<file path="config.mk">
export PLATFORM = sky130hd
export DESIGN_NAME = colorMapper
export DESIGN_NICKNAME = d
export VERILOG_FILES = /design/src/hdl/colorMapperPkg.sv /design/src/hdl/glyphRom.sv /design/src/hdl/sceneHitTest.sv /design/src/hdl/fragmentFifo.sv /design/src/hdl/pixelShader.sv /design/src/hdl/colorMapper.sv
export SDC_FILE = /design/constraint.sdc
export NUM_CORES = 1
export LEC_CHECK = 0
export BUFFER_PORTS_ARGS = -buffer_cell sky130_fd_sc_hd__buf_2
export CORE_ASPECT_RATIO = 0.8
export CORE_MARGIN = 2
export CORE_UTILIZATION = 40
export CTS_BUF_LIST = sky130_fd_sc_hd__clkbuf_2 sky130_fd_sc_hd__clkbuf_4 sky130_fd_sc_hd__clkbuf_8
export CTS_CLUSTER_DIAMETER = 50
export DETAILED_ROUTE_END_ITERATION = 16
export GPL_TIMING_DRIVEN = 0
export PLACE_DENSITY_LB_ADDON = 0.25
export SETUP_SLACK_MARGIN = 0.02
export SLEW_MARGIN = 0
export SYNTH_ARGS = -nofsm -noshare
export SYNTH_HDL_FRONTEND = slang
export SYNTH_HIERARCHICAL = 1
export SYNTH_SLANG_ARGS = --single-unit
export TNS_END_PERCENT = 20
</file>
<file path="constraint.sdc">
create_clock -name Clk -period 11.8 [get_ports Clk]
set_input_delay 0.59 -clock Clk [delete_from_list [all_inputs] [get_ports Clk]]
set_output_delay 0.59 -clock Clk [all_outputs]
set_load 0.1 [all_outputs]
</file>
<file path="src/hdl/colorMapperPkg.sv">
//----------------------------
// screen geometry and layer codes
// glyph indices and palette
// fragment payload union and word width
//----------------------------
package colorMapperPkg;

	//----------------------------
	// geometry
	localparam int coordWidth = 10;    // screen coordinate bits
	localparam int tankSize = 16;      // tank box edge
	localparam int bulletSize = 4;     // bullet box edge
	localparam int heartRowY = 440;    // top row of the heart slots
	localparam int heartBaseX1 = 100;  // slot 0 of player 1
	localparam int heartBaseX2 = 420;  // slot 0 of player 2
	localparam int heartPitch = 20;    // slot spacing, text glyphs use it too
	localparam int maxLives = 5;
	localparam int textBaseX = 290;
	localparam int textY = 240;
	localparam int winnerX = 312;
	localparam int winnerY = 220;

	//----------------------------
	// layer codes
	localparam int layerWidth = 3;
	localparam logic [2:0] layerNone = 3'd0;
	localparam logic [2:0] layerTank = 3'd1;
	localparam logic [2:0] layerBullet = 3'd2;
	localparam logic [2:0] layerHeart = 3'd3;
	localparam logic [2:0] layerText = 3'd4;
	localparam logic [2:0] layerWinner = 3'd5;

	// glyph table slots, tank ones follow the direction code
	localparam logic [3:0] glyphTankLeft = 4'd0;   // dir 0
	localparam logic [3:0] glyphTankRight = 4'd1;  // dir 1
	localparam logic [3:0] glyphTankDown = 4'd2;   // dir 2
	localparam logic [3:0] glyphTankUp = 4'd3;     // dir 3, also the winner
	localparam logic [3:0] glyphHeart = 4'd4;
	localparam logic [3:0] glyphText0 = 4'd5;
	localparam logic [3:0] glyphText1 = 4'd6;
	localparam logic [3:0] glyphText2 = 4'd7;
	localparam logic [3:0] glyphText3 = 4'd8;

	//----------------------------
	// palette
	localparam logic [23:0] colorP1 = 24'hFF5500;
	localparam logic [23:0] colorP2 = 24'h2BA558;
	localparam logic [23:0] colorShield = 24'h0055FF;
	localparam logic [23:0] colorHit = 24'hFEFEFE;
	localparam logic [23:0] colorBullet1 = 24'hFFAA00;
	localparam logic [23:0] colorHeart = 24'hFF4B70;
	localparam logic [23:0] colorText = 24'hFEFEFE;
	localparam logic [23:0] colorPlayBg = 24'h000080;  // normal play
	localparam logic [23:0] colorOverBg = 24'h000060;  // game over
	localparam logic [23:0] colorBlack = 24'h000000;

	// payload bits, read per layer
	typedef union packed
	{
		struct packed
		{
			logic player;  // 0 for player 1
			logic shield;
			logic hit;
			logic pad;
		} actor;  // tanks and bullets
		struct packed
		{
			logic player;
			logic [2:0] spare;
		} ui;  // winner glyph and hearts
	} fragPayload_u;

	localparam int payloadWidth = $bits(fragPayload_u);
	// word is {blank, over, layer, payload}
	localparam int fragWidth = 2 + layerWidth + payloadWidth;

endpackage

</file>
<file path="src/hdl/glyphRom.sv">
//----------------------------
// glyphRom
// 16x16 glyph rows for tanks, heart and the end text
//----------------------------
`timescale 1ns/1ps

module glyphRom (
	input  logic [3:0] glyph,
	input  logic [3:0] row,
	output logic [15:0] rowBits  // msb is the leftmost pixel
);
	import colorMapperPkg::*;

	// tank with barrel at the top
	localparam logic [15:0] tankUp [16] = '{
		16'h0180, 16'h0180, 16'h0180, 16'h0180, 16'h318C, 16'h3FFC, 16'h3FFC, 16'h3FFC,
		16'h3FFC, 16'h3E7C, 16'h3FFC, 16'h3FFC, 16'h3FFC, 16'h3FFC, 16'h3FFC, 16'h300C
	};
	localparam logic [15:0] tankDown [16] = '{
		16'h300C, 16'h3FFC, 16'h3FFC, 16'h3FFC, 16'h3FFC, 16'h3FFC, 16'h3E7C, 16'h3FFC,
		16'h3FFC, 16'h3FFC, 16'h3FFC, 16'h318C, 16'h0180, 16'h0180, 16'h0180, 16'h0180
	};
	localparam logic [15:0] tankLeft [16] = '{
		16'h0000, 16'h0000, 16'h0FFF, 16'h0FFF, 16'h07FE, 16'h07FE, 16'h07FE, 16'hFFBE,
		16'hFFBE, 16'h07FE, 16'h07FE, 16'h07FE, 16'h0FFF, 16'h0FFF, 16'h0000, 16'h0000
	};
	localparam logic [15:0] tankRight [16] = '{
		16'h0000, 16'h0000, 16'hFFF0, 16'hFFF0, 16'h7FE0, 16'h7FE0, 16'h7FE0, 16'h7DFF,
		16'h7DFF, 16'h7FE0, 16'h7FE0, 16'h7FE0, 16'hFFF0, 16'hFFF0, 16'h0000, 16'h0000
	};
	localparam logic [15:0] heart [16] = '{
		16'h0000, 16'h1C38, 16'h3E7C, 16'h7FFE, 16'h7FFE, 16'h7FFE, 16'h3FFC, 16'h1FF8,
		16'h0FF0, 16'h07E0, 16'h03C0, 16'h0180, 16'h0000, 16'h0000, 16'h0000, 16'h0000
	};

	//----------------------------
	// end text, spells WINS
	localparam logic [15:0] textW [16] = '{
		16'h0000, 16'h0000, 16'h1818, 16'h1818, 16'h1818, 16'h1818, 16'h1818, 16'h1818,
		16'h1998, 16'h1998, 16'h1998, 16'h1998, 16'h1998, 16'h1E78, 16'h0000, 16'h0000
	};
	localparam logic [15:0] textI [16] = '{
		16'h0000, 16'h0000, 16'h0FF0, 16'h0FF0, 16'h03C0, 16'h03C0, 16'h03C0, 16'h03C0,
		16'h03C0, 16'h03C0, 16'h03C0, 16'h03C0, 16'h0FF0, 16'h0FF0, 16'h0000, 16'h0000
	};
	localparam logic [15:0] textN [16] = '{
		16'h0000, 16'h0000, 16'h1C18, 16'h1C18, 16'h1E18, 16'h1B18, 16'h1998, 16'h18D8,
		16'h1878, 16'h1838, 16'h1818, 16'h1818, 16'h1818, 16'h1818, 16'h0000, 16'h0000
	};
	localparam logic [15:0] textS [16] = '{
		16'h0000, 16'h0000, 16'h0FF8, 16'h1FF8, 16'h1800, 16'h1800, 16'h1FF0, 16'h0FF8,
		16'h0018, 16'h0018, 16'h0018, 16'h1FF8, 16'h1FF0, 16'h0000, 16'h0000, 16'h0000
	};

	always_comb
	begin
		case (glyph)
			glyphTankLeft:  rowBits = tankLeft[row];
			glyphTankRight: rowBits = tankRight[row];
			glyphTankDown:  rowBits = tankDown[row];
			glyphTankUp:    rowBits = tankUp[row];
			glyphHeart:     rowBits = heart[row];
			glyphText0:     rowBits = textW[row];
			glyphText1:     rowBits = textI[row];
			glyphText2:     rowBits = textN[row];
			glyphText3:     rowBits = textS[row];
			default:        rowBits = '0;  // unused slots draw nothing
		endcase
	end

endmodule

</file>
<file path="src/hdl/sceneHitTest.sv">
//----------------------------
// sceneHitTest
// finds the top visible layer of a pixel
// and registers it as a fragment
//----------------------------
`timescale 1ns/1ps

module sceneHitTest (
	input  logic Clk,
	input  logic rst,
	// request stream
	input  logic reqValid,
	output logic reqReady,
	input  logic [colorMapperPkg::coordWidth-1:0] drawX,
	input  logic [colorMapperPkg::coordWidth-1:0] drawY,
	input  logic blank,  // low while blanked
	// game state
	input  logic [colorMapperPkg::coordWidth-1:0] tank1X, tank1Y,
	input  logic [colorMapperPkg::coordWidth-1:0] tank2X, tank2Y,
	input  logic [1:0] tank1Dir, tank2Dir,
	input  logic [colorMapperPkg::coordWidth-1:0] bullet1X, bullet1Y,
	input  logic [colorMapperPkg::coordWidth-1:0] bullet2X, bullet2Y,
	input  logic bullet1On, bullet2On,
	input  logic [2:0] lives1, lives2,
	input  logic gameOver1, gameOver2,  // gameOver1 means player 1 won
	input  logic shield1, shield2,
	input  logic tank1Hit, tank2Hit,
	// fragment stream
	output logic fragValid,
	input  logic fragReady,
	output logic fragBlank,
	output logic fragOver,
	output logic [colorMapperPkg::layerWidth-1:0] fragLayer,
	output colorMapperPkg::fragPayload_u fragPayload
);
	import colorMapperPkg::*;

	localparam logic [coordWidth-1:0] glyphEdge = coordWidth'(16);

	logic gameOver;
	logic accept;
	logic inTank1, inTank2, inBullet1, inBullet2;
	logic [3:0] actorGlyph, actorRow, actorCol;
	logic [15:0] actorBits;
	logic actorHit;
	logic [3:0] uiGlyph, uiRow, uiCol;
	logic [15:0] uiBits;
	logic [layerWidth-1:0] uiLayer;
	logic uiPlayer;
	logic uiHit;
	logic [coordWidth-1:0] slotX;  // left edge of the slot under test
	logic [layerWidth-1:0] nextLayer;
	fragPayload_u nextPayload;

	// pixel inside a square box, no wrap past the screen edge
	function automatic logic inBox(
		input logic [coordWidth-1:0] px,
		input logic [coordWidth-1:0] py,
		input logic [coordWidth-1:0] bx,
		input logic [coordWidth-1:0] by,
		input logic [coordWidth-1:0] size
	);
		logic [coordWidth-1:0] dx;
		logic [coordWidth-1:0] dy;
		dx = px - bx;
		dy = py - by;
		return (px >= bx) && (py >= by) && (dx < size) && (dy < size);
	endfunction

	function automatic logic [3:0] dirGlyph(input logic [1:0] dir);
		case (dir)
			2'd0:    return glyphTankLeft;
			2'd1:    return glyphTankRight;
			2'd2:    return glyphTankDown;
			default: return glyphTankUp;
		endcase
	endfunction

	assign gameOver = gameOver1 | gameOver2;
	assign inTank1 = inBox(drawX, drawY, tank1X, tank1Y, coordWidth'(tankSize));
	assign inTank2 = inBox(drawX, drawY, tank2X, tank2Y, coordWidth'(tankSize));
	assign inBullet1 = bullet1On
		& inBox(drawX, drawY, bullet1X, bullet1Y, coordWidth'(bulletSize));
	assign inBullet2 = bullet2On
		& inBox(drawX, drawY, bullet2X, bullet2Y, coordWidth'(bulletSize));

	//----------------------------
	// actor glyph lookup
	// one rom for both tanks so tank 1's box hides tank 2's
	assign actorGlyph = inTank1 ? dirGlyph(tank1Dir) : dirGlyph(tank2Dir);
	assign actorRow = inTank1 ? 4'(drawY - tank1Y) : 4'(drawY - tank2Y);
	assign actorCol = inTank1 ? 4'(drawX - tank1X) : 4'(drawX - tank2X);
	assign actorHit = actorBits[4'(15 - actorCol)];  // leftmost pixel at bit 15

	glyphRom actorRom (.glyph(actorGlyph), .row(actorRow), .rowBits(actorBits));

	//----------------------------
	// ui glyph lookup
	// hearts in play, text and winner after the game
	always_comb
	begin
		uiGlyph = glyphHeart;
		uiRow = 4'(drawY - coordWidth'(heartRowY));
		uiCol = '0;
		uiLayer = layerNone;
		uiPlayer = 1'b0;
		slotX = '0;
		if (gameOver)
		begin
			for (int j = 0; j < 4; j++)
			begin
				slotX = coordWidth'(textBaseX + j * heartPitch);
				if (inBox(drawX, drawY, slotX, coordWidth'(textY), glyphEdge))
				begin
					uiGlyph = 4'(glyphText0 + j);
					uiRow = 4'(drawY - coordWidth'(textY));
					uiCol = 4'(drawX - slotX);
					uiLayer = layerText;
				end
			end
			if (inBox(drawX, drawY, coordWidth'(winnerX), coordWidth'(winnerY), glyphEdge))
			begin
				uiGlyph = glyphTankUp;  // winner is an upright tank
				uiRow = 4'(drawY - coordWidth'(winnerY));
				uiCol = 4'(drawX - coordWidth'(winnerX));
				uiLayer = layerWinner;
				uiPlayer = ~gameOver1;
			end
		end
		else
		begin
			// slot k lit only while lives > k
			for (int k = 0; k < maxLives; k++)
			begin
				slotX = coordWidth'(heartBaseX1 + k * heartPitch);
				if (lives1 > k && inBox(drawX, drawY, slotX, coordWidth'(heartRowY), glyphEdge))
				begin
					uiCol = 4'(drawX - slotX);
					uiLayer = layerHeart;
				end
				slotX = coordWidth'(heartBaseX2 + k * heartPitch);
				if (lives2 > k && inBox(drawX, drawY, slotX, coordWidth'(heartRowY), glyphEdge))
				begin
					uiCol = 4'(drawX - slotX);
					uiLayer = layerHeart;
					uiPlayer = 1'b1;
				end
			end
		end
	end

	assign uiHit = (uiLayer != layerNone) && uiBits[4'(15 - uiCol)];

	glyphRom uiRom (.glyph(uiGlyph), .row(uiRow), .rowBits(uiBits));

	// layer priority, tanks on top
	always_comb
	begin
		nextLayer = layerNone;
		nextPayload = '0;
		if (gameOver)
		begin
			if (uiHit)
			begin
				nextLayer = uiLayer;
				nextPayload.ui.player = uiPlayer;
			end
		end
		else if (inTank1 && actorHit)
		begin
			nextLayer = layerTank;
			nextPayload.actor.shield = shield1;
			nextPayload.actor.hit = tank1Hit;
		end
		else if (inTank2 && actorHit)
		begin
			nextLayer = layerTank;
			nextPayload.actor.player = 1'b1;
			nextPayload.actor.shield = shield2;
			nextPayload.actor.hit = tank2Hit;
		end
		else if (inBullet1)
			nextLayer = layerBullet;
		else if (inBullet2)
		begin
			nextLayer = layerBullet;
			nextPayload.actor.player = 1'b1;
		end
		else if (uiHit)
		begin
			nextLayer = layerHeart;
			nextPayload.ui.player = uiPlayer;
		end
	end

	//----------------------------
	// output register
	assign reqReady = ~fragValid | fragReady;  // empty or draining
	assign accept = reqValid & reqReady;

	always_ff @(posedge Clk)
	begin
		if (rst)
			fragValid <= 1'b0;
		else if (reqReady)
			fragValid <= reqValid;
	end

	always_ff @(posedge Clk)
	begin
		if (accept)
		begin
			fragBlank <= blank;
			fragOver <= gameOver;
			fragLayer <= nextLayer;
			fragPayload <= nextPayload;
		end
	end

endmodule

</file>
<file path="src/hdl/fragmentFifo.sv">
//----------------------------
// fragmentFifo
// circular valid/ready buffer
//----------------------------
`timescale 1ns/1ps

module fragmentFifo #(
	parameter int depth = 4,      // entries
	parameter int dataWidth = 8   // bits per entry
) (
	input  logic Clk,
	input  logic rst,
	input  logic inValid,
	input  logic [dataWidth-1:0] inWord,
	output logic inReady,
	output logic outValid,
	output logic [dataWidth-1:0] outWord,
	input  logic outReady
);
	localparam int ptrWidth = (depth > 1) ? $clog2(depth) : 1;
	localparam int cntWidth = $clog2(depth + 1);

	logic [dataWidth-1:0] mem [depth];
	logic [ptrWidth-1:0] wrPtr;
	logic [ptrWidth-1:0] rdPtr;
	logic [cntWidth-1:0] count;  // occupancy
	logic doWrite;
	logic doRead;

	function automatic logic [ptrWidth-1:0] nextPtr(input logic [ptrWidth-1:0] ptr);
		return (ptr == ptrWidth'(depth - 1)) ? '0 : ptr + 1'b1;
	endfunction

	assign outValid = (count != '0);
	assign outWord = mem[rdPtr];  // head entry
	// when full a write goes in only beside a read
	assign inReady = (count != cntWidth'(depth)) | outReady;
	assign doWrite = inValid & inReady;
	assign doRead = outValid & outReady;

	always_ff @(posedge Clk)
	begin
		if (rst)
		begin
			wrPtr <= '0;
			rdPtr <= '0;
			count <= '0;
		end
		else
		begin
			if (doWrite)
				wrPtr <= nextPtr(wrPtr);
			if (doRead)
				rdPtr <= nextPtr(rdPtr);
			case ({doWrite, doRead})
				2'b10:   count <= count + 1'b1;
				2'b01:   count <= count - 1'b1;
				default: count <= count;  // none or both
			endcase
		end
	end

	always_ff @(posedge Clk)
	begin
		if (doWrite)
			mem[wrPtr] <= inWord;
	end

endmodule

</file>
<file path="src/hdl/pixelShader.sv">
//----------------------------
// pixelShader
// fragment to registered rgb
//----------------------------
`timescale 1ns/1ps

module pixelShader (
	input  logic Clk,
	input  logic rst,
	input  logic bufValid,
	input  logic [colorMapperPkg::fragWidth-1:0] bufWord,
	output logic bufReady,
	output logic pixValid,
	output logic [7:0] red,
	output logic [7:0] green,
	output logic [7:0] blue,
	input  logic pixReady
);
	import colorMapperPkg::*;

	logic wordBlank;
	logic wordOver;
	logic [layerWidth-1:0] wordLayer;
	fragPayload_u payload;
	logic [23:0] shade;   // colour for the word at the head
	logic [23:0] rgbReg;

	// word is {blank, over, layer, payload}
	assign wordBlank = bufWord[fragWidth-1];
	assign wordOver = bufWord[fragWidth-2];
	assign wordLayer = bufWord[payloadWidth +: layerWidth];
	assign payload = bufWord[payloadWidth-1:0];

	always_comb
	begin
		if (!wordBlank)
			shade = colorBlack;
		else if (wordOver)
		begin
			case (wordLayer)
				layerText:   shade = colorText;
				layerWinner: shade = payload.ui.player ? colorP2 : colorP1;
				default:     shade = colorOverBg;
			endcase
		end
		else
		begin
			case (wordLayer)
				layerTank:
				begin
					if (payload.actor.shield)
						shade = colorShield;  // shield beats the hit flash
					else if (payload.actor.hit)
						shade = colorHit;
					else
						shade = payload.actor.player ? colorP2 : colorP1;
				end
				layerBullet: shade = payload.actor.player ? colorP2 : colorBullet1;
				layerHeart:  shade = colorHeart;
				default:     shade = colorPlayBg;
			endcase
		end
	end

	//----------------------------
	// output register
	assign bufReady = ~pixValid | pixReady;

	always_ff @(posedge Clk)
	begin
		if (rst)
			pixValid <= 1'b0;
		else if (bufReady)
			pixValid <= bufValid;
	end

	always_ff @(posedge Clk)
	begin
		if (bufValid & bufReady)
			rgbReg <= shade;
	end

	assign red = rgbReg[23:16];
	assign green = rgbReg[15:8];
	assign blue = rgbReg[7:0];

endmodule

</file>
<file path="src/hdl/colorMapper.sv">
//----------------------------
// colorMapper
// hit test, fragment buffer and shader in a row
//----------------------------
`timescale 1ns/1ps

module colorMapper #(
	parameter int fifoDepth = 4  // fragment buffer entries
) (
	input  logic Clk,
	input  logic rst,
	// pixel requests
	input  logic reqValid,
	output logic reqReady,
	input  logic [colorMapperPkg::coordWidth-1:0] drawX, drawY,
	input  logic blank,
	// game state
	input  logic [colorMapperPkg::coordWidth-1:0] tank1X, tank1Y, tank2X, tank2Y,
	input  logic [1:0] tank1Dir, tank2Dir,
	input  logic [colorMapperPkg::coordWidth-1:0] bullet1X, bullet1Y, bullet2X, bullet2Y,
	input  logic bullet1On, bullet2On,
	input  logic [2:0] lives1, lives2,
	input  logic gameOver1, gameOver2,
	input  logic shield1, shield2,
	input  logic tank1Hit, tank2Hit,
	// colour out
	output logic pixValid,
	input  logic pixReady,
	output logic [7:0] red, green, blue
);
	import colorMapperPkg::*;

	logic fragValid;
	logic fragReady;
	logic fragBlank;
	logic fragOver;
	logic [layerWidth-1:0] fragLayer;
	fragPayload_u fragPayload;
	logic [fragWidth-1:0] fragWord;
	logic bufValid;
	logic bufReady;
	logic [fragWidth-1:0] bufWord;

	// producer
	sceneHitTest hitTest (
		.Clk(Clk), .rst(rst),
		.reqValid(reqValid), .reqReady(reqReady),
		.drawX(drawX), .drawY(drawY), .blank(blank),
		.tank1X(tank1X), .tank1Y(tank1Y), .tank2X(tank2X), .tank2Y(tank2Y),
		.tank1Dir(tank1Dir), .tank2Dir(tank2Dir),
		.bullet1X(bullet1X), .bullet1Y(bullet1Y), .bullet2X(bullet2X), .bullet2Y(bullet2Y),
		.bullet1On(bullet1On), .bullet2On(bullet2On),
		.lives1(lives1), .lives2(lives2),
		.gameOver1(gameOver1), .gameOver2(gameOver2),
		.shield1(shield1), .shield2(shield2),
		.tank1Hit(tank1Hit), .tank2Hit(tank2Hit),
		.fragValid(fragValid), .fragReady(fragReady),
		.fragBlank(fragBlank), .fragOver(fragOver),
		.fragLayer(fragLayer), .fragPayload(fragPayload)
	);

	assign fragWord = {fragBlank, fragOver, fragLayer, fragPayload};  // shader splits it back

	fragmentFifo #(.depth(fifoDepth), .dataWidth(fragWidth)) fragBuf (
		.Clk(Clk), .rst(rst),
		.inValid(fragValid), .inWord(fragWord), .inReady(fragReady),
		.outValid(bufValid), .outWord(bufWord), .outReady(bufReady)
	);

	// consumer
	pixelShader shader (
		.Clk(Clk), .rst(rst),
		.bufValid(bufValid), .bufWord(bufWord), .bufReady(bufReady),
		.pixValid(pixValid), .red(red), .green(green), .blue(blue),
		.pixReady(pixReady)
	);

endmodule

</file>
* Yosys cells after proc, flatten, opt, wreduce, memory -nomap -nowiden
Memories as Yosys holds them, arrays and structs flattened. A register that Yosys moved wholly into a read port is not among the register bits. Index checks and enable logic that the tools add are counted.
Operators by class: $add $sub $neg 32, multipliers 0, div/mod/pow operators 0, magnitude comparators 66, eq/ne operators 30, shift-type cells 0, mux-type cells 127, bitwise logic cells 14, reductions and logical operators 77
Operators with widths (count):
- two-way mux 16 bit | 36
- one-hot mux 16 bit (9 select lines) | 2
- < comparator 10 x 5 -> 1 bit, second input constant | 22
- two-way mux 24 bit | 5
- >= comparator 10 x 9 -> 1 bit, second input constant | 11
- subtractor 10 x 9 -> 10 bit, second input constant | 11
- two-way mux 4 bit | 27
- >= comparator 10 bit | 8
- subtractor 10 bit | 8
- one-hot mux 24 bit (3 select lines) | 1
- logical AND 1 bit | 70
- >= comparator 10 x 8 -> 1 bit, second input constant | 5
- subtractor 10 x 8 -> 10 bit, second input constant | 5
- one-hot mux 24 bit (2 select lines) | 1
- < comparator 10 x 3 -> 1 bit, second input constant | 4
- two-way mux 2 bit | 20
- two-way mux 3 bit | 12
- equality test 4 x 3 -> 1 bit, second input constant | 8
- >= comparator 10 x 7 -> 1 bit, second input constant | 2
- subtractor 10 x 7 -> 10 bit, second input constant | 2
- two-way mux 1 bit | 18
- equality test 4 x 2 -> 1 bit, second input constant | 4
- > comparator 3 x 1 -> 1 bit, second input constant | 4
- > comparator 3 x 2 -> 1 bit, second input constant | 4
- other kinds (26) | 56
Storage, ports and cells: register bits 41, bits in latches 0, memory bits (writable) 32, memory bits (read-only) 4608, output and inout port bits 26, logic and storage cells 376, memories 19
Memory list:
- (name not given) | words 16, bits a word 16, rd ports 1, clocked after memory_dff 0, write ports 0, line glyphRom.sv:66 | glyphText3: rowBits = textS[row];
- (name not given) | words 16, bits a word 16, rd ports 1, clocked after memory_dff 0, write ports 0, line glyphRom.sv:65 | glyphText2: rowBits = textN[row];
- (name not given) | words 16, bits a word 16, rd ports 1, clocked after memory_dff 0, write ports 0, line glyphRom.sv:64 | glyphText1: rowBits = textI[row];
- (name not given) | words 16, bits a word 16, rd ports 1, clocked after memory_dff 0, write ports 0, line glyphRom.sv:63 | glyphText0: rowBits = textW[row];
- (name not given) | words 16, bits a word 16, rd ports 1, clocked after memory_dff 0, write ports 0, line glyphRom.sv:62 | glyphHeart: rowBits = heart[row];
- (name not given) | words 16, bits a word 16, rd ports 1, clocked after memory_dff 0, write ports 0, line glyphRom.sv:61 | glyphTankUp: rowBits = tankUp[row];
- 13 more memories

* Depth between registers and ports, before layout
Gate-level depths: netlist (run 1).
depth after elaboration 26, mapped depth 31

* Modules after synthesis
The synthesis (run 1) kept the hierarchy.
By module, submodules not included:
- sceneHitTest | times used 1, cells an instance 903, area each 6357.3 um2
- fragmentFifo | times used 1, cells an instance 99, area each 1783.0 um2
- pixelShader | times used 1, cells an instance 105, area each 1053.5 um2
- glyphRom at hitTest.uiRom | times used 1, cells an instance 153, area each 996.0 um2
- glyphRom at hitTest.actorRom | times used 1, cells an instance 160, area each 988.4 um2

* Worst setup path after synthesis (run 1)
OpenSTA, ideal clock, no wires.
kind input to register, start point in tank1X[5] (netlist name), end point reg hitTest/fragPayload[3] (netlist name) (data pin), arrival time 6.509 ns, required time 11.630 ns, path slack 5.121 ns, stages on the path 27, buffers on the path 3, cell sequence inv_1 ha_1 nor3b_1 or4_1 or4_1 nor3_1 o2111a_1 nand4_1 nor3_1 buf_2 buf_1 mux2i_1 ha_1 clkbuf_1 a21boi_0 o211a_1 a21oi_1 o211ai_2 a221o_1 mux2_2 a211oi_1 mux2i_1 nor3_1 a2111oi_4 nand3_1 a21oi_1 o32ai_2
RTL lines:
- start: declaration | line colorMapper.sv:18 | input logic [colorMapperPkg::coordWidth-1:0] tank1X, tank1Y, tank2X, tank2Y,
- end signal: assignment | line sceneHitTest.sv:216 | fragPayload <= nextPayload;
- end: declaration | line sceneHitTest.sv:34 | output colorMapperPkg::fragPayload_u fragPayload

* Final worst setup path (run 1)
start point in drawX[0] (netlist name), end point reg hitTest/fragLayer[0] (netlist name) (data pin)
Between the ends: elaborated cells on any way between the ends 266
RTL lines:
- start: declaration | line colorMapper.sv:15 | input logic [colorMapperPkg::coordWidth-1:0] drawX, drawY,
- subtractor 10 bit / >= comparator 10 bit (equally long branches) | line sceneHitTest.sv:65, sceneHitTest.sv:67
- < comparator 10 x 5 -> 1 bit / logical AND 1 bit (equally long branches) | line sceneHitTest.sv:67 | return (px >= bx) && (py >= by) && (dx < size) && (dy < size);
- logical AND 1 bit * (2 in a row) | line sceneHitTest.sv:67
- two-way mux 4 bit * | line sceneHitTest.sv:91 | assign actorRow = inTank1 ? 4'(drawY - tank1Y) : 4'(drawY - tank2Y);
- named net hitTest.actorRow[1] | line sceneHitTest.sv:43 | logic [3:0] actorGlyph, actorRow, actorCol;
- inverter 4 -> 5 bit (implied by the code) *
- memory read (16 x 16 bit) (tied with other cells)
- two-way mux 16 bit (implied by the code) (tied with other cells) (2 in a row) | line glyphRom.sv:66
- one-hot mux 16 bit (9 select lines) * | line glyphRom.sv:57 | case (glyph)
- named net hitTest.actorBits[8] | line sceneHitTest.sv:44 | logic [15:0] actorBits;
- binary-select mux 1 bit (select 4 bit) * | line sceneHitTest.sv:93 | assign actorHit = actorBits[4'(15 - actorCol)];
- two-way mux 1 bit (implied by the code) * | line sceneHitTest.sv:93
- logical AND 1 bit | line sceneHitTest.sv:175 | else if (inTank2 && actorHit)
- two-way mux 3 bit | line sceneHitTest.sv:175
- two-way mux 3 bit * | line sceneHitTest.sv:169 | else if (inTank1 && actorHit)
- two-way mux 3 bit * | line sceneHitTest.sv:161 | if (gameOver)
- named net hitTest.nextLayer[0] | line sceneHitTest.sv:52 | logic [layerWidth-1:0] nextLayer;
- end signal: assignment | line sceneHitTest.sv:215 | fragLayer <= nextLayer;
- end: declaration | line sceneHitTest.sv:33 | output logic [colorMapperPkg::layerWidth-1:0] fragLayer,
The timed path passes the listed nets; every way through them passes the cells marked *. The select of a mux whose other input is x is not followed. A chain may end at the register's enable or synchronous reset.

==> results by group, run 1 <==
Final layout
  – Post-route insts no fill: 1,946
  – Highest-count cells in the layout ignoring fill and taps: buf_2 (171), inv_1 (132), ha_1 (118), nand2_1 (113), a21oi_1 (113)
  – Multi-input combinational cell area: 8177 µm²
  – Share of cells above drive strength 1: 17.33%
  – Seq. cell area: 1902 µm²
  – # nets final: 1,822
  – Layout area overhead: 12.54%
  – Filler cells: 2,736
  – Most common cell after layout, fill and taps aside: buf_2

Floorplanning
  – Row Count: 54
  – Die height: 152.5 µm
  – Core box area: 27,160 µm²
  – DIE AREA: 28,920 µm²
  – Die Wd: 189.6 µm
  – I/O Pins: 149
  – Initial core utilization: 40.60%

GRT
  – Remaining Overflow, GRT: 0
  – Tot GR Track Use: 22.61%
  – Largest net degree at the start of global routing: 17
  – Vias in the first global route: 10,280
  – First-pass GRT wire length: 53.27 mm
  – Antenna violations before repair: 1

Placed design
  – Routability cong.: 0.9557
  – HPWL Detailed: 27.12 mm
  – I/O Buffers: 148
  – Setup WS pre-CTS: 3.143 ns
  – Dpl cells: 1,929

Clock network
  – Root buf cell: clkbuf_8
  – Num CTS Buffers: 9
  – Clock Pin Slew Worst Setup and Hold Paths: 0.08 ns
  – Hold buffers post-CTS: 0
  – CTS Sinks: 67
  – # resized after CTS: 0
  – CTS H-tree lvls: 3
  – Clock Tree Buf Depth: 2
  – Later-pin clock latency in the skew report: 0.34 ns
  – CTS tree: yes
  – # Post-CTS Setup Buffers: 0

STA
  – WHS: 0.4327 ns
  – Max-slew headroom: 19.36%
  – Unrepaired setup endpoints after global routing: no
  – Final setup fails: 0
  – Worst Slack Setup Final: 3.449 ns
  – Final period utilization: 70.77%
  – Final Skew: 0.01247 ns
  – FMAX: 119.8 MHz
  – Worst-margin pin slew: 1.200 ns
  – Min Tclk post-route: 8.351 ns
  – Fin. max-slew vios: 0
  – TNS Setup: 0 ns
  – Hold Vio Cnt, Final: 0

Pwr
  – P_leak: 5.430 nW
  – PD cells: 117.6 nW/µm²
  – Max VDD drop: 268.1 µV

Status
  – Status: complete, no violations

Yosys
  – Cells after synthesis: 1,414
  – Cell Area, Synth: 11,030 µm²
  – Syn avg cell area: 7.799 µm²
  – Syn. warnings: 6

Routing
  – DRC: 0
  – Vias post-DR: 11,250
  – ANT nets after route: 0
  – Starting DRT DRC Count: 883
  – Iteration count of the initial detailed-routing pass: 5
  – Wire length per cell: 17.30 µm
  – Routed wire length: 33.66 mm
  – Routed vias/inst: 5.781

Setup path
  – CP arrival: 8.53 ns
  – CP dominant cell by count: inv_1
  – Worst setup SP type: input port
  – Setup CP Type: input port to flip-flop
  – Crit. End Element: flip-flop
  – Family with the most delay on the worst path: compound AO/OA/AOI/OAI gates
  – Crit-path max FO: 10
  – WP buf/inv: 6
  – CP max stage delay: 0.81 ns
  – Slowest CP cell: mux2i_1
  – Req. time, crit path: 11.98 ns

Job
  – Max-cap violations: 0

Worst hold path
  – Hold Crit Class: input port to flip-flop
==> layout make-up <==
cell class / count / share of cell area [%]
Clock inverter: 6 / 0.3327
Sequential cell: 67 / 15.32
Clock buffer: 10 / 1.059
Timing Repair Buffer: 148 / 5.968
Multi-Input combinational cell: 1133 / 65.88
Inverter: 141 / 4.265
Tap cell: 364 / 3.670
Antenna cell: 1 / 0.02016
Buffer: 76 / 3.478
==> through the flow <==
step           total power [mW]  cell area, µm²  util, %
6_report                  1.459           12410    45.69
5_1_grt                   1.553           12410    45.68
4_1_cts                   1.461           12410    45.68
3_5_place_dp              1.292           12240    45.05
3_3_place_gp              1.289           12240    45.05
2_1_floorplan             1.108           11040        -
==> flip-flops by register name, summed over array words and instances, names as in the netlist, named ones only <==
name,flops
hitTest/fragValid,1
hitTest/fragPayload,3
shader/pixValid,1
shader/rgbReg,16
fragBuf/rdPtr,2
hitTest/fragOver,1
fragBuf/wrPtr,2
fragBuf/count,3
hitTest/fragLayer,3
hitTest/fragBlank,1
fragBuf/mem,32
==> per-layer routing <==
layer / up-vias / track usage (%) / share of wire (%)
li1: 5533 / - / -
met1: 5178 / 33.44 / 48
met2: 489 / 34.92 / 42
met3: 47 / 3.063 / 8.1
met4: 2 / 4.873 / 1.7
met5: - / 0 / 0.021
==> report_power, final <==
group / internal (mW) / leakage [nW] / switching, mW
clock network: 0.0784 / 0.0837 / 0.0852
registers: 0.311 / 0.622 / 0.0183
logic: 0.281 / 4.72 / 0.685
==> final timing paths <==
| check | cells past startpoint | to | from | slack (ns) |
|---|---|---|---|---|
| max | 29 | hitTest/fragLayer[0] | drawX[0] | 3.45 |
| min | 1 | hitTest/fragBlank | blank | 0.43 |
| max reg2reg | 11 | fragBuf/count[2] | shader/pixValid | 9.20 |
| min reg2reg | 2 | flip-flop | fragBuf/rdPtr[0] | 0.50 |
(Power assumes the default switching activity.)
==> run 2: changes to the inputs <==
--- a/config.mk
+++ b/config.mk
@@ -5,6 +5,7 @@
 export SDC_FILE = /design/constraint.sdc
 export NUM_CORES = 1
 export LEC_CHECK = 0
+export ABC_AREA = 1
 export BUFFER_PORTS_ARGS = -buffer_cell sky130_fd_sc_hd__buf_2
 export CORE_ASPECT_RATIO = 0.8
 export CORE_MARGIN = 2
==> constraint.sdc (replaced) <==
create_clock -name Clk -period 8.6 [get_ports Clk]
set_input_delay 0.43 -clock Clk [delete_from_list [all_inputs] [get_ports Clk]]
set_output_delay 0.43 -clock Clk [all_outputs]
set_load 0.1 [all_outputs]
==> run 2 against run 1 <==
  * Area after synthesis up 7.3%
  * Global-route usage is 2.0 points higher
  * Register-to-register slack got worse by 2.8 ns
  * Non-clock buffer count fell by 35
  * Core utilization fell by 0.28 points
  * First-iteration DRC count is 33% higher
  * Count of clock-buffer cells in the layout rose by 6
  * Clock skew down 0.0062 ns
  * Sequential cell count stayed put
  * Critical endpoint is now hitTest/fragPayload[3]
  * Critical path type unchanged
==> results by group, run 2 <==
Final layout
  – Most common cell after layout, fill and taps aside: nand2_1
  – Max reg flops: 32 (unchanged)
  – Filler cells: 3,068 (+12%)
  – Highest-count cells in the layout ignoring fill and taps: nand2_1 (568), inv_1 (261), nor2_1 (218), nand3_1 (205), buf_2 (156)
  – Largest regs: fragBuf/mem (32), shader/rgbReg (16)
  – Finished Core Util: 45.41% (-0.28 points)
  – # nets final: 2,367 (+30%)
  – Largest Register: fragBuf/mem
  – Layout area overhead: 12.13%
  – Share of cells above drive strength 1: 16.14% (-1.2 points)

Floorplanning
  – Initial core utilization: 40.50% (-0.10 points)
  – Row Count: 56 (+3.7%)
  – I/O Pins: 149 (unchanged)
  – DIE AREA: 30,980 µm² (+7.1%)
  – Die Wd: 196.3 µm (+3.5%)
  – Core box area: 29,220 µm² (+7.6%)
  – Die height: 157.8 µm (+3.5%)

STA
  – Fin. max-slew vios: 0 (unchanged)
  – FMAX: 181.7 MHz
  – Final setup fails: 0 (unchanged)
  – Hold Vio Cnt, Final: 0 (unchanged)
  – Final period utilization: 64.00%
  – Max-slew headroom: 16.12% (-3.2 points)
  – TNS Setup: 0 ns (unchanged)
  – Worst-margin pin slew: 1.245 ns (+0.04473 ns)
  – Min Tclk post-route: 5.504 ns
  – Final Skew: 0.006258 ns (-0.006216 ns)
  – Unrepaired setup endpoints after global routing: no

GRT
  – Largest net degree at the start of global routing: 17 (unchanged)
  – Tot GR Track Use: 24.61% (+2.0 points)
  – First-pass GRT wire length: 61.15 mm (+15%)
  – Vias in the first global route: 11,850 (+15%)
  – Remaining Overflow, GRT: 0 (unchanged)
  – Antenna violations before repair: 8 (+7)

Setup path
  – Critical Path End: hitTest/fragPayload[3]
  – Worst Reg-to-Reg Cells: 8 (-3)
  – Crit. End Element: flip-flop
  – Slowest CP cell: o21ai_0
  – CP arrival: 5.61 ns (-2.92 ns)
  – Setup CP Type: input port to flip-flop
  – Crit path from: drawX[0]
  – CP max stage delay: 0.98 ns (+0.17 ns)
  – Crit-path max FO: 9 (-1)
  – Req. time, crit path: 8.71 ns (-3.27 ns)
  – Critical R2R Capture: shader/rgbReg[14]
  – CP dominant cell by count: nand2_1
  – Worst setup SP type: input port
  – R2R setup slack: 6.37 ns (-2.83 ns)

Worst hold path
  – Hold Crit Class: input port to flip-flop
  – Hold_sp: blank

Clock network
  – Clock Pin Slew Worst Setup and Hold Paths: 0.07 ns (about the same)
  – Num CTS Buffers: 9 (unchanged)
  – # resized after CTS: 0 (unchanged)
  – Later-pin clock latency in the skew report: 0.34 ns (about the same)
  – # Post-CTS Setup Buffers: 0 (unchanged)
  – Root buf cell: clkbuf_8
  – CTS tree: yes
  – Hold buffers post-CTS: 0 (unchanged)
  – Clock Tree Buf Depth: 2 (unchanged)
  – CTS Sinks: 67 (unchanged)
  – CTS H-tree lvls: 3 (unchanged)

Routing
  – Routed vias/inst: 5.221 (-9.7%)
  – DRC: 0 (unchanged)
  – Vias post-DR: 13,090 (+16%)
  – ANT nets after route: 0 (unchanged)
  – Wire length per cell: 15.31 µm (-12%)
  – Iteration count of the initial detailed-routing pass: 7 (+2)
  – Starting DRT DRC Count: 1,174 (+33%)
  – Routed wire length: 38.36 mm (+14%)

Placed design
  – Routability cong.: 0.9753 (+2.1%)
  – HPWL Detailed: 31.53 mm (+16%)
  – I/O Buffers: 148 (unchanged)

Status
  – Status: complete, no violations

Pwr
  – PD cells: 171.0 nW/µm² (+45%)
  – P_leak: 7.236 nW (+33%)
  – Max VDD drop: 114.1 µV (-57%)

Yosys
  – Cell Area, Synth: 11,830 µm² (+7.3%)
  – Syn avg cell area: 6.056 µm² (-22%)
  – Syn. warnings: 6 (unchanged)
  – Cells after synthesis: 1,954 (+38%)

Job
  – Max-cap violations: 0 (unchanged)
==> run 2: through the flow <==
step | setup WS (ns) | total power, mW | cells | area (µm²) | hold WS (ns)
after floorplan | 4.270 | 1.714 | 1961 | 11860 | 0.4587
after global placement | 2.859 | 2.008 | 2486 | 13070 | 0.4755
after detailed placement | 2.946 | 2.019 | 2486 | 13070 | 0.4830
after CTS | 3.294 | 2.267 | 2502 | 13260 | 0.2620
after global routing | 2.770 | 2.440 | 2503 | 13260 | 0.2542
final | 3.096 | 2.270 | 2506 | 13270 | 0.2790
==> run 2: final cells by class <==
cell class | instances | area (µm²) | area share (%)
flip-flops and latches | 67 | 1902 | 14.33
inverters | 292 | 1111 | 8.373
diodes | 4 | 10.01 | 0.07544
clock buffers | 16 | 182.7 | 1.377
multi-input cells | 1561 | 8531 | 64.29
repair buffers | 148 | 740.7 | 5.582
plain buffers | 41 | 320.3 | 2.414
well taps | 377 | 471.7 | 3.555
==> run 2: worst min-delay path by stage <==
stage                              endpoint  slack (ns)  cells past startpoint
after floorplan           fragBuf/mem[0][1]        0.46                      0
after global placement    fragBuf/mem[0][5]        0.48                      0
after detailed placement  fragBuf/mem[1][5]        0.48                      0
after CTS                 hitTest/fragBlank        0.26                      1
after global routing      hitTest/fragBlank        0.25                      1
final                     hitTest/fragBlank        0.28                      1
==> run 2: report_power, final <==
group	internal [mW]	switching (mW)
Clock	0.132	0.110
Sequential	0.444	0.0326
Combinational	0.405	1.15
Total	0.982	1.29
==> run 2: layer usage <==
metal	share of wire, %	vias to the layer above	global-route usage, %
li1	-	6648	-
met3	8.8	49	4.367
met2	43	522	39.53
met4	1.3	10	4.618
met1	47	5856	34.71
met5	0.19	-	0
==> run 2: worst max-delay path, delay by kind of cell <==
| family | cells | cell delay, ns |
|---|---|---|
| AO/OA/AOI/OAI | 1 | 0.98 |
| adder cells (fa/ha/maj) | 2 | 0.69 |
| buffers and inverters | 5 | 0.68 |
| AND/OR/NAND/NOR | 25 | 2.81 |
==> run 3: changes to the inputs <==
==> constraint.sdc (replaced) <==
create_clock -name Clk -period 5.66 [get_ports Clk]
set_input_delay 0.283 -clock Clk [delete_from_list [all_inputs] [get_ports Clk]]
set_output_delay 0.283 -clock Clk [all_outputs]
set_load 0.1 [all_outputs]
==> run 3 against run 2 <==
  * Cell count did not move
  * Sequential power increased by 52%
  * Non-clock buffer count is the same
  * Design area is the same
  * Die area is the same
  * Routed wire length is essentially flat
  * Hold slack got worse by 0.15 ns
  * Sequential share of layout area did not move
  * Global-route usage unchanged
  * Power increased by 52%
  * Count of clock-buffer cells in the layout unchanged
  * Clock power rose by 52%
==> results by group, run 3 (synthesized netlist as in run 2, its figures left out) <==
Routing
  – Iteration count of the initial detailed-routing pass: 5 (-2)
  – DRC: 0 (unchanged)
  – Vias post-DR: 13,070 (-0.12%)
  – Routed vias/inst: 5.215 (-0.12%)
  – ANT nets after route: 0 (unchanged)
  – Starting DRT DRC Count: 1,174 (unchanged)
  – Routed wire length: 38.32 mm (about the same)
  – Wire length per cell: 15.29 µm (about the same)

Final layout
  – # nets final: 2,367 (unchanged)
  – Largest Register: fragBuf/mem
  – Most common cell after layout, fill and taps aside: nand2_1
  – Filler cells: 3,068 (unchanged)
  – Highest-count cells in the layout ignoring fill and taps: nand2_1 (568), inv_1 (261), nor2_1 (218), nand3_1 (205), buf_2 (156)
  – Share of cells above drive strength 1: 16.14% (unchanged)
  – Largest regs: fragBuf/mem (32), shader/rgbReg (16)
  – Layout area overhead: 12.13% (unchanged)
  – Max reg flops: 32 (unchanged)

Setup path
  – Setup CP Type: input port to flip-flop
  – CP arrival: 5.11 ns (-0.50 ns)
  – Critical R2R Capture: shader/rgbReg[14]
  – Family with the most delay on the worst path: simple AND/OR/NAND/NOR gates
  – Worst setup SP type: input port
  – Worst Reg-to-Reg Cells: 8 (unchanged)
  – WP buf/inv: 7 (+2)
  – Slowest CP cell: fa_1
  – Req. time, crit path: 5.77 ns (-2.94 ns)
  – CP max stage delay: 0.47 ns (-0.51 ns)
  – R2R setup slack: 3.43 ns (-2.94 ns)
  – Crit. End Element: flip-flop
  – Crit-path max FO: 9 (unchanged)
  – CP dominant cell by count: nand2_1

Floorplanning
  – Row Count: 56 (unchanged)
  – Die height: 157.8 µm (unchanged)
  – DIE AREA: 30,980 µm² (unchanged)
  – Die Wd: 196.3 µm (unchanged)
  – Core box area: 29,220 µm² (unchanged)
  – Initial core utilization: 40.50% (unchanged)
  – I/O Pins: 149 (unchanged)

Placed design
  – HPWL Detailed: 31.53 mm (unchanged)
  – Routability cong.: 0.9753 (unchanged)
  – I/O Buffers: 148 (unchanged)

Pwr
  – Total power: 3.448 mW (+52%)
  – Max VDD drop: 173.4 µV (+52%)
  – PD cells: 259.8 nW/µm² (+52%)
  – P_leak: 7.236 nW (about the same)

Worst hold path
  – Hold path cells: 1 (unchanged)
  – Endpoint, Worst Hold: hitTest/fragBlank
  – Hold_sp: blank
  – Hold Crit Class: input port to flip-flop

Clock network
  – Later-pin clock latency in the skew report: 0.34 ns (about the same)
  – CTS Sinks: 67 (unchanged)
  – CTS tree: yes
  – Root buf cell: clkbuf_8
  – Hold buffers post-CTS: 0 (unchanged)
  – Clock Tree Buf Depth: 2 (unchanged)
  – Clock Pin Slew Worst Setup and Hold Paths: 0.07 ns (about the same)
  – # resized after CTS: 0 (unchanged)
  – Num CTS Buffers: 9 (unchanged)
  – # Post-CTS Setup Buffers: 0 (unchanged)
  – CTS H-tree lvls: 3 (unchanged)

STA
  – Unrepaired setup endpoints after global routing: no
  – Max-slew headroom: 25.71% (+9.6 points)
  – Min Tclk post-route: 4.999 ns
  – Final Skew: 0.006228 ns (-0.00003047 ns)
  – TNS Setup: 0 ns (unchanged)
  – Final setup fails: 0 (unchanged)
  – Final period utilization: 88.33%
  – Fin. max-slew vios: 0 (unchanged)
  – Hold Vio Cnt, Final: 0 (unchanged)
  – FMAX: 200.0 MHz
  – Worst-margin pin slew: 1.114 ns (-0.1307 ns)

GRT
  – Vias in the first global route: 11,850 (unchanged)
  – Tot GR Track Use: 24.61% (unchanged)
  – Antenna violations before repair: 8 (unchanged)
  – Largest net degree at the start of global routing: 17 (unchanged)
  – First-pass GRT wire length: 61.15 mm (unchanged)
  – Remaining Overflow, GRT: 0 (unchanged)

Job
  – Max-cap violations: 0 (unchanged)

Status
  – Status: complete, no violations
run 3: layer usage:
layer | vias to the layer above | global-route usage [%] | share of wire (%)
met5 | - | 0 | 0.19
met2 | 509 | 39.53 | 43
met4 | 10 | 4.618 | 1.3
li1 | 6647 | - | -
met1 | 5854 | 34.71 | 47
met3 | 49 | 4.367 | 8.7
run 3: metrics by stage:
| stage | hold slack, ns | utilization (%) | area [µm²] | setup WS, ns | std cells |
|---|---|---|---|---|---|
| 2_1_floorplan | 0.3521 | - | 11860 | 1.477 | 1961 |
| 3_3_place_gp | 0.4755 | 44.74 | 13070 | 0.06565 | 2486 |
| 5_1_grt | 0.1072 | 45.39 | 13260 | 0.2697 | 2503 |
| 4_1_cts | 0.1150 | 45.37 | 13260 | 0.5006 | 2502 |
| 6_report | 0.1320 | 45.41 | 13270 | 0.6606 | 2506 |
| 3_5_place_dp | 0.4751 | 44.74 | 13070 | 0.1530 | 2486 |
run 3: where the power goes:
group / internal [mW] / switching (mW)
logic: 0.616 / 1.74
clock network: 0.201 / 0.166
registers: 0.675 / 0.0496
run 3: worst register-to-register path, delay by kind of cell, from the launching register on:
| kind | cells | cell delay (ns) |
|---|---|---|
| AND/OR/NAND/NOR | 2 | 0.15 |
| AO/OA/AOI/OAI | 4 | 0.96 |
| buffers and inverters | 2 | 0.48 |
| flip-flops | 1 | 0.40 |
run 3: worst max-delay path by stage:
stage,start,to,slack [ns],cells past startpoint
after detailed placement,drawX[0],hitTest/fragPayload[3],0.15,33
final,drawX[0],hitTest/fragPayload[3],0.66,34
after global placement,drawX[0],hitTest/fragPayload[3],0.07,33
after global routing,drawX[0],hitTest/fragLayer[0],0.27,34
after floorplan,drawX[0],hitTest/fragPayload[3],1.48,34
after CTS,drawX[0],hitTest/fragLayer[0],0.50,33
run 3: layout make-up:
type / count / area, µm² / share of cell area [%]
multi-input cells: 1561 / 8531 / 64.29
flip-flops and latches: 67 / 1902 / 14.33
inverters: 292 / 1111 / 8.373
repair buffers: 148 / 740.7 / 5.582
well taps: 377 / 471.7 / 3.555
plain buffers: 41 / 320.3 / 2.414
clock buffers: 16 / 182.7 / 1.377
diodes: 4 / 10.01 / 0.07544
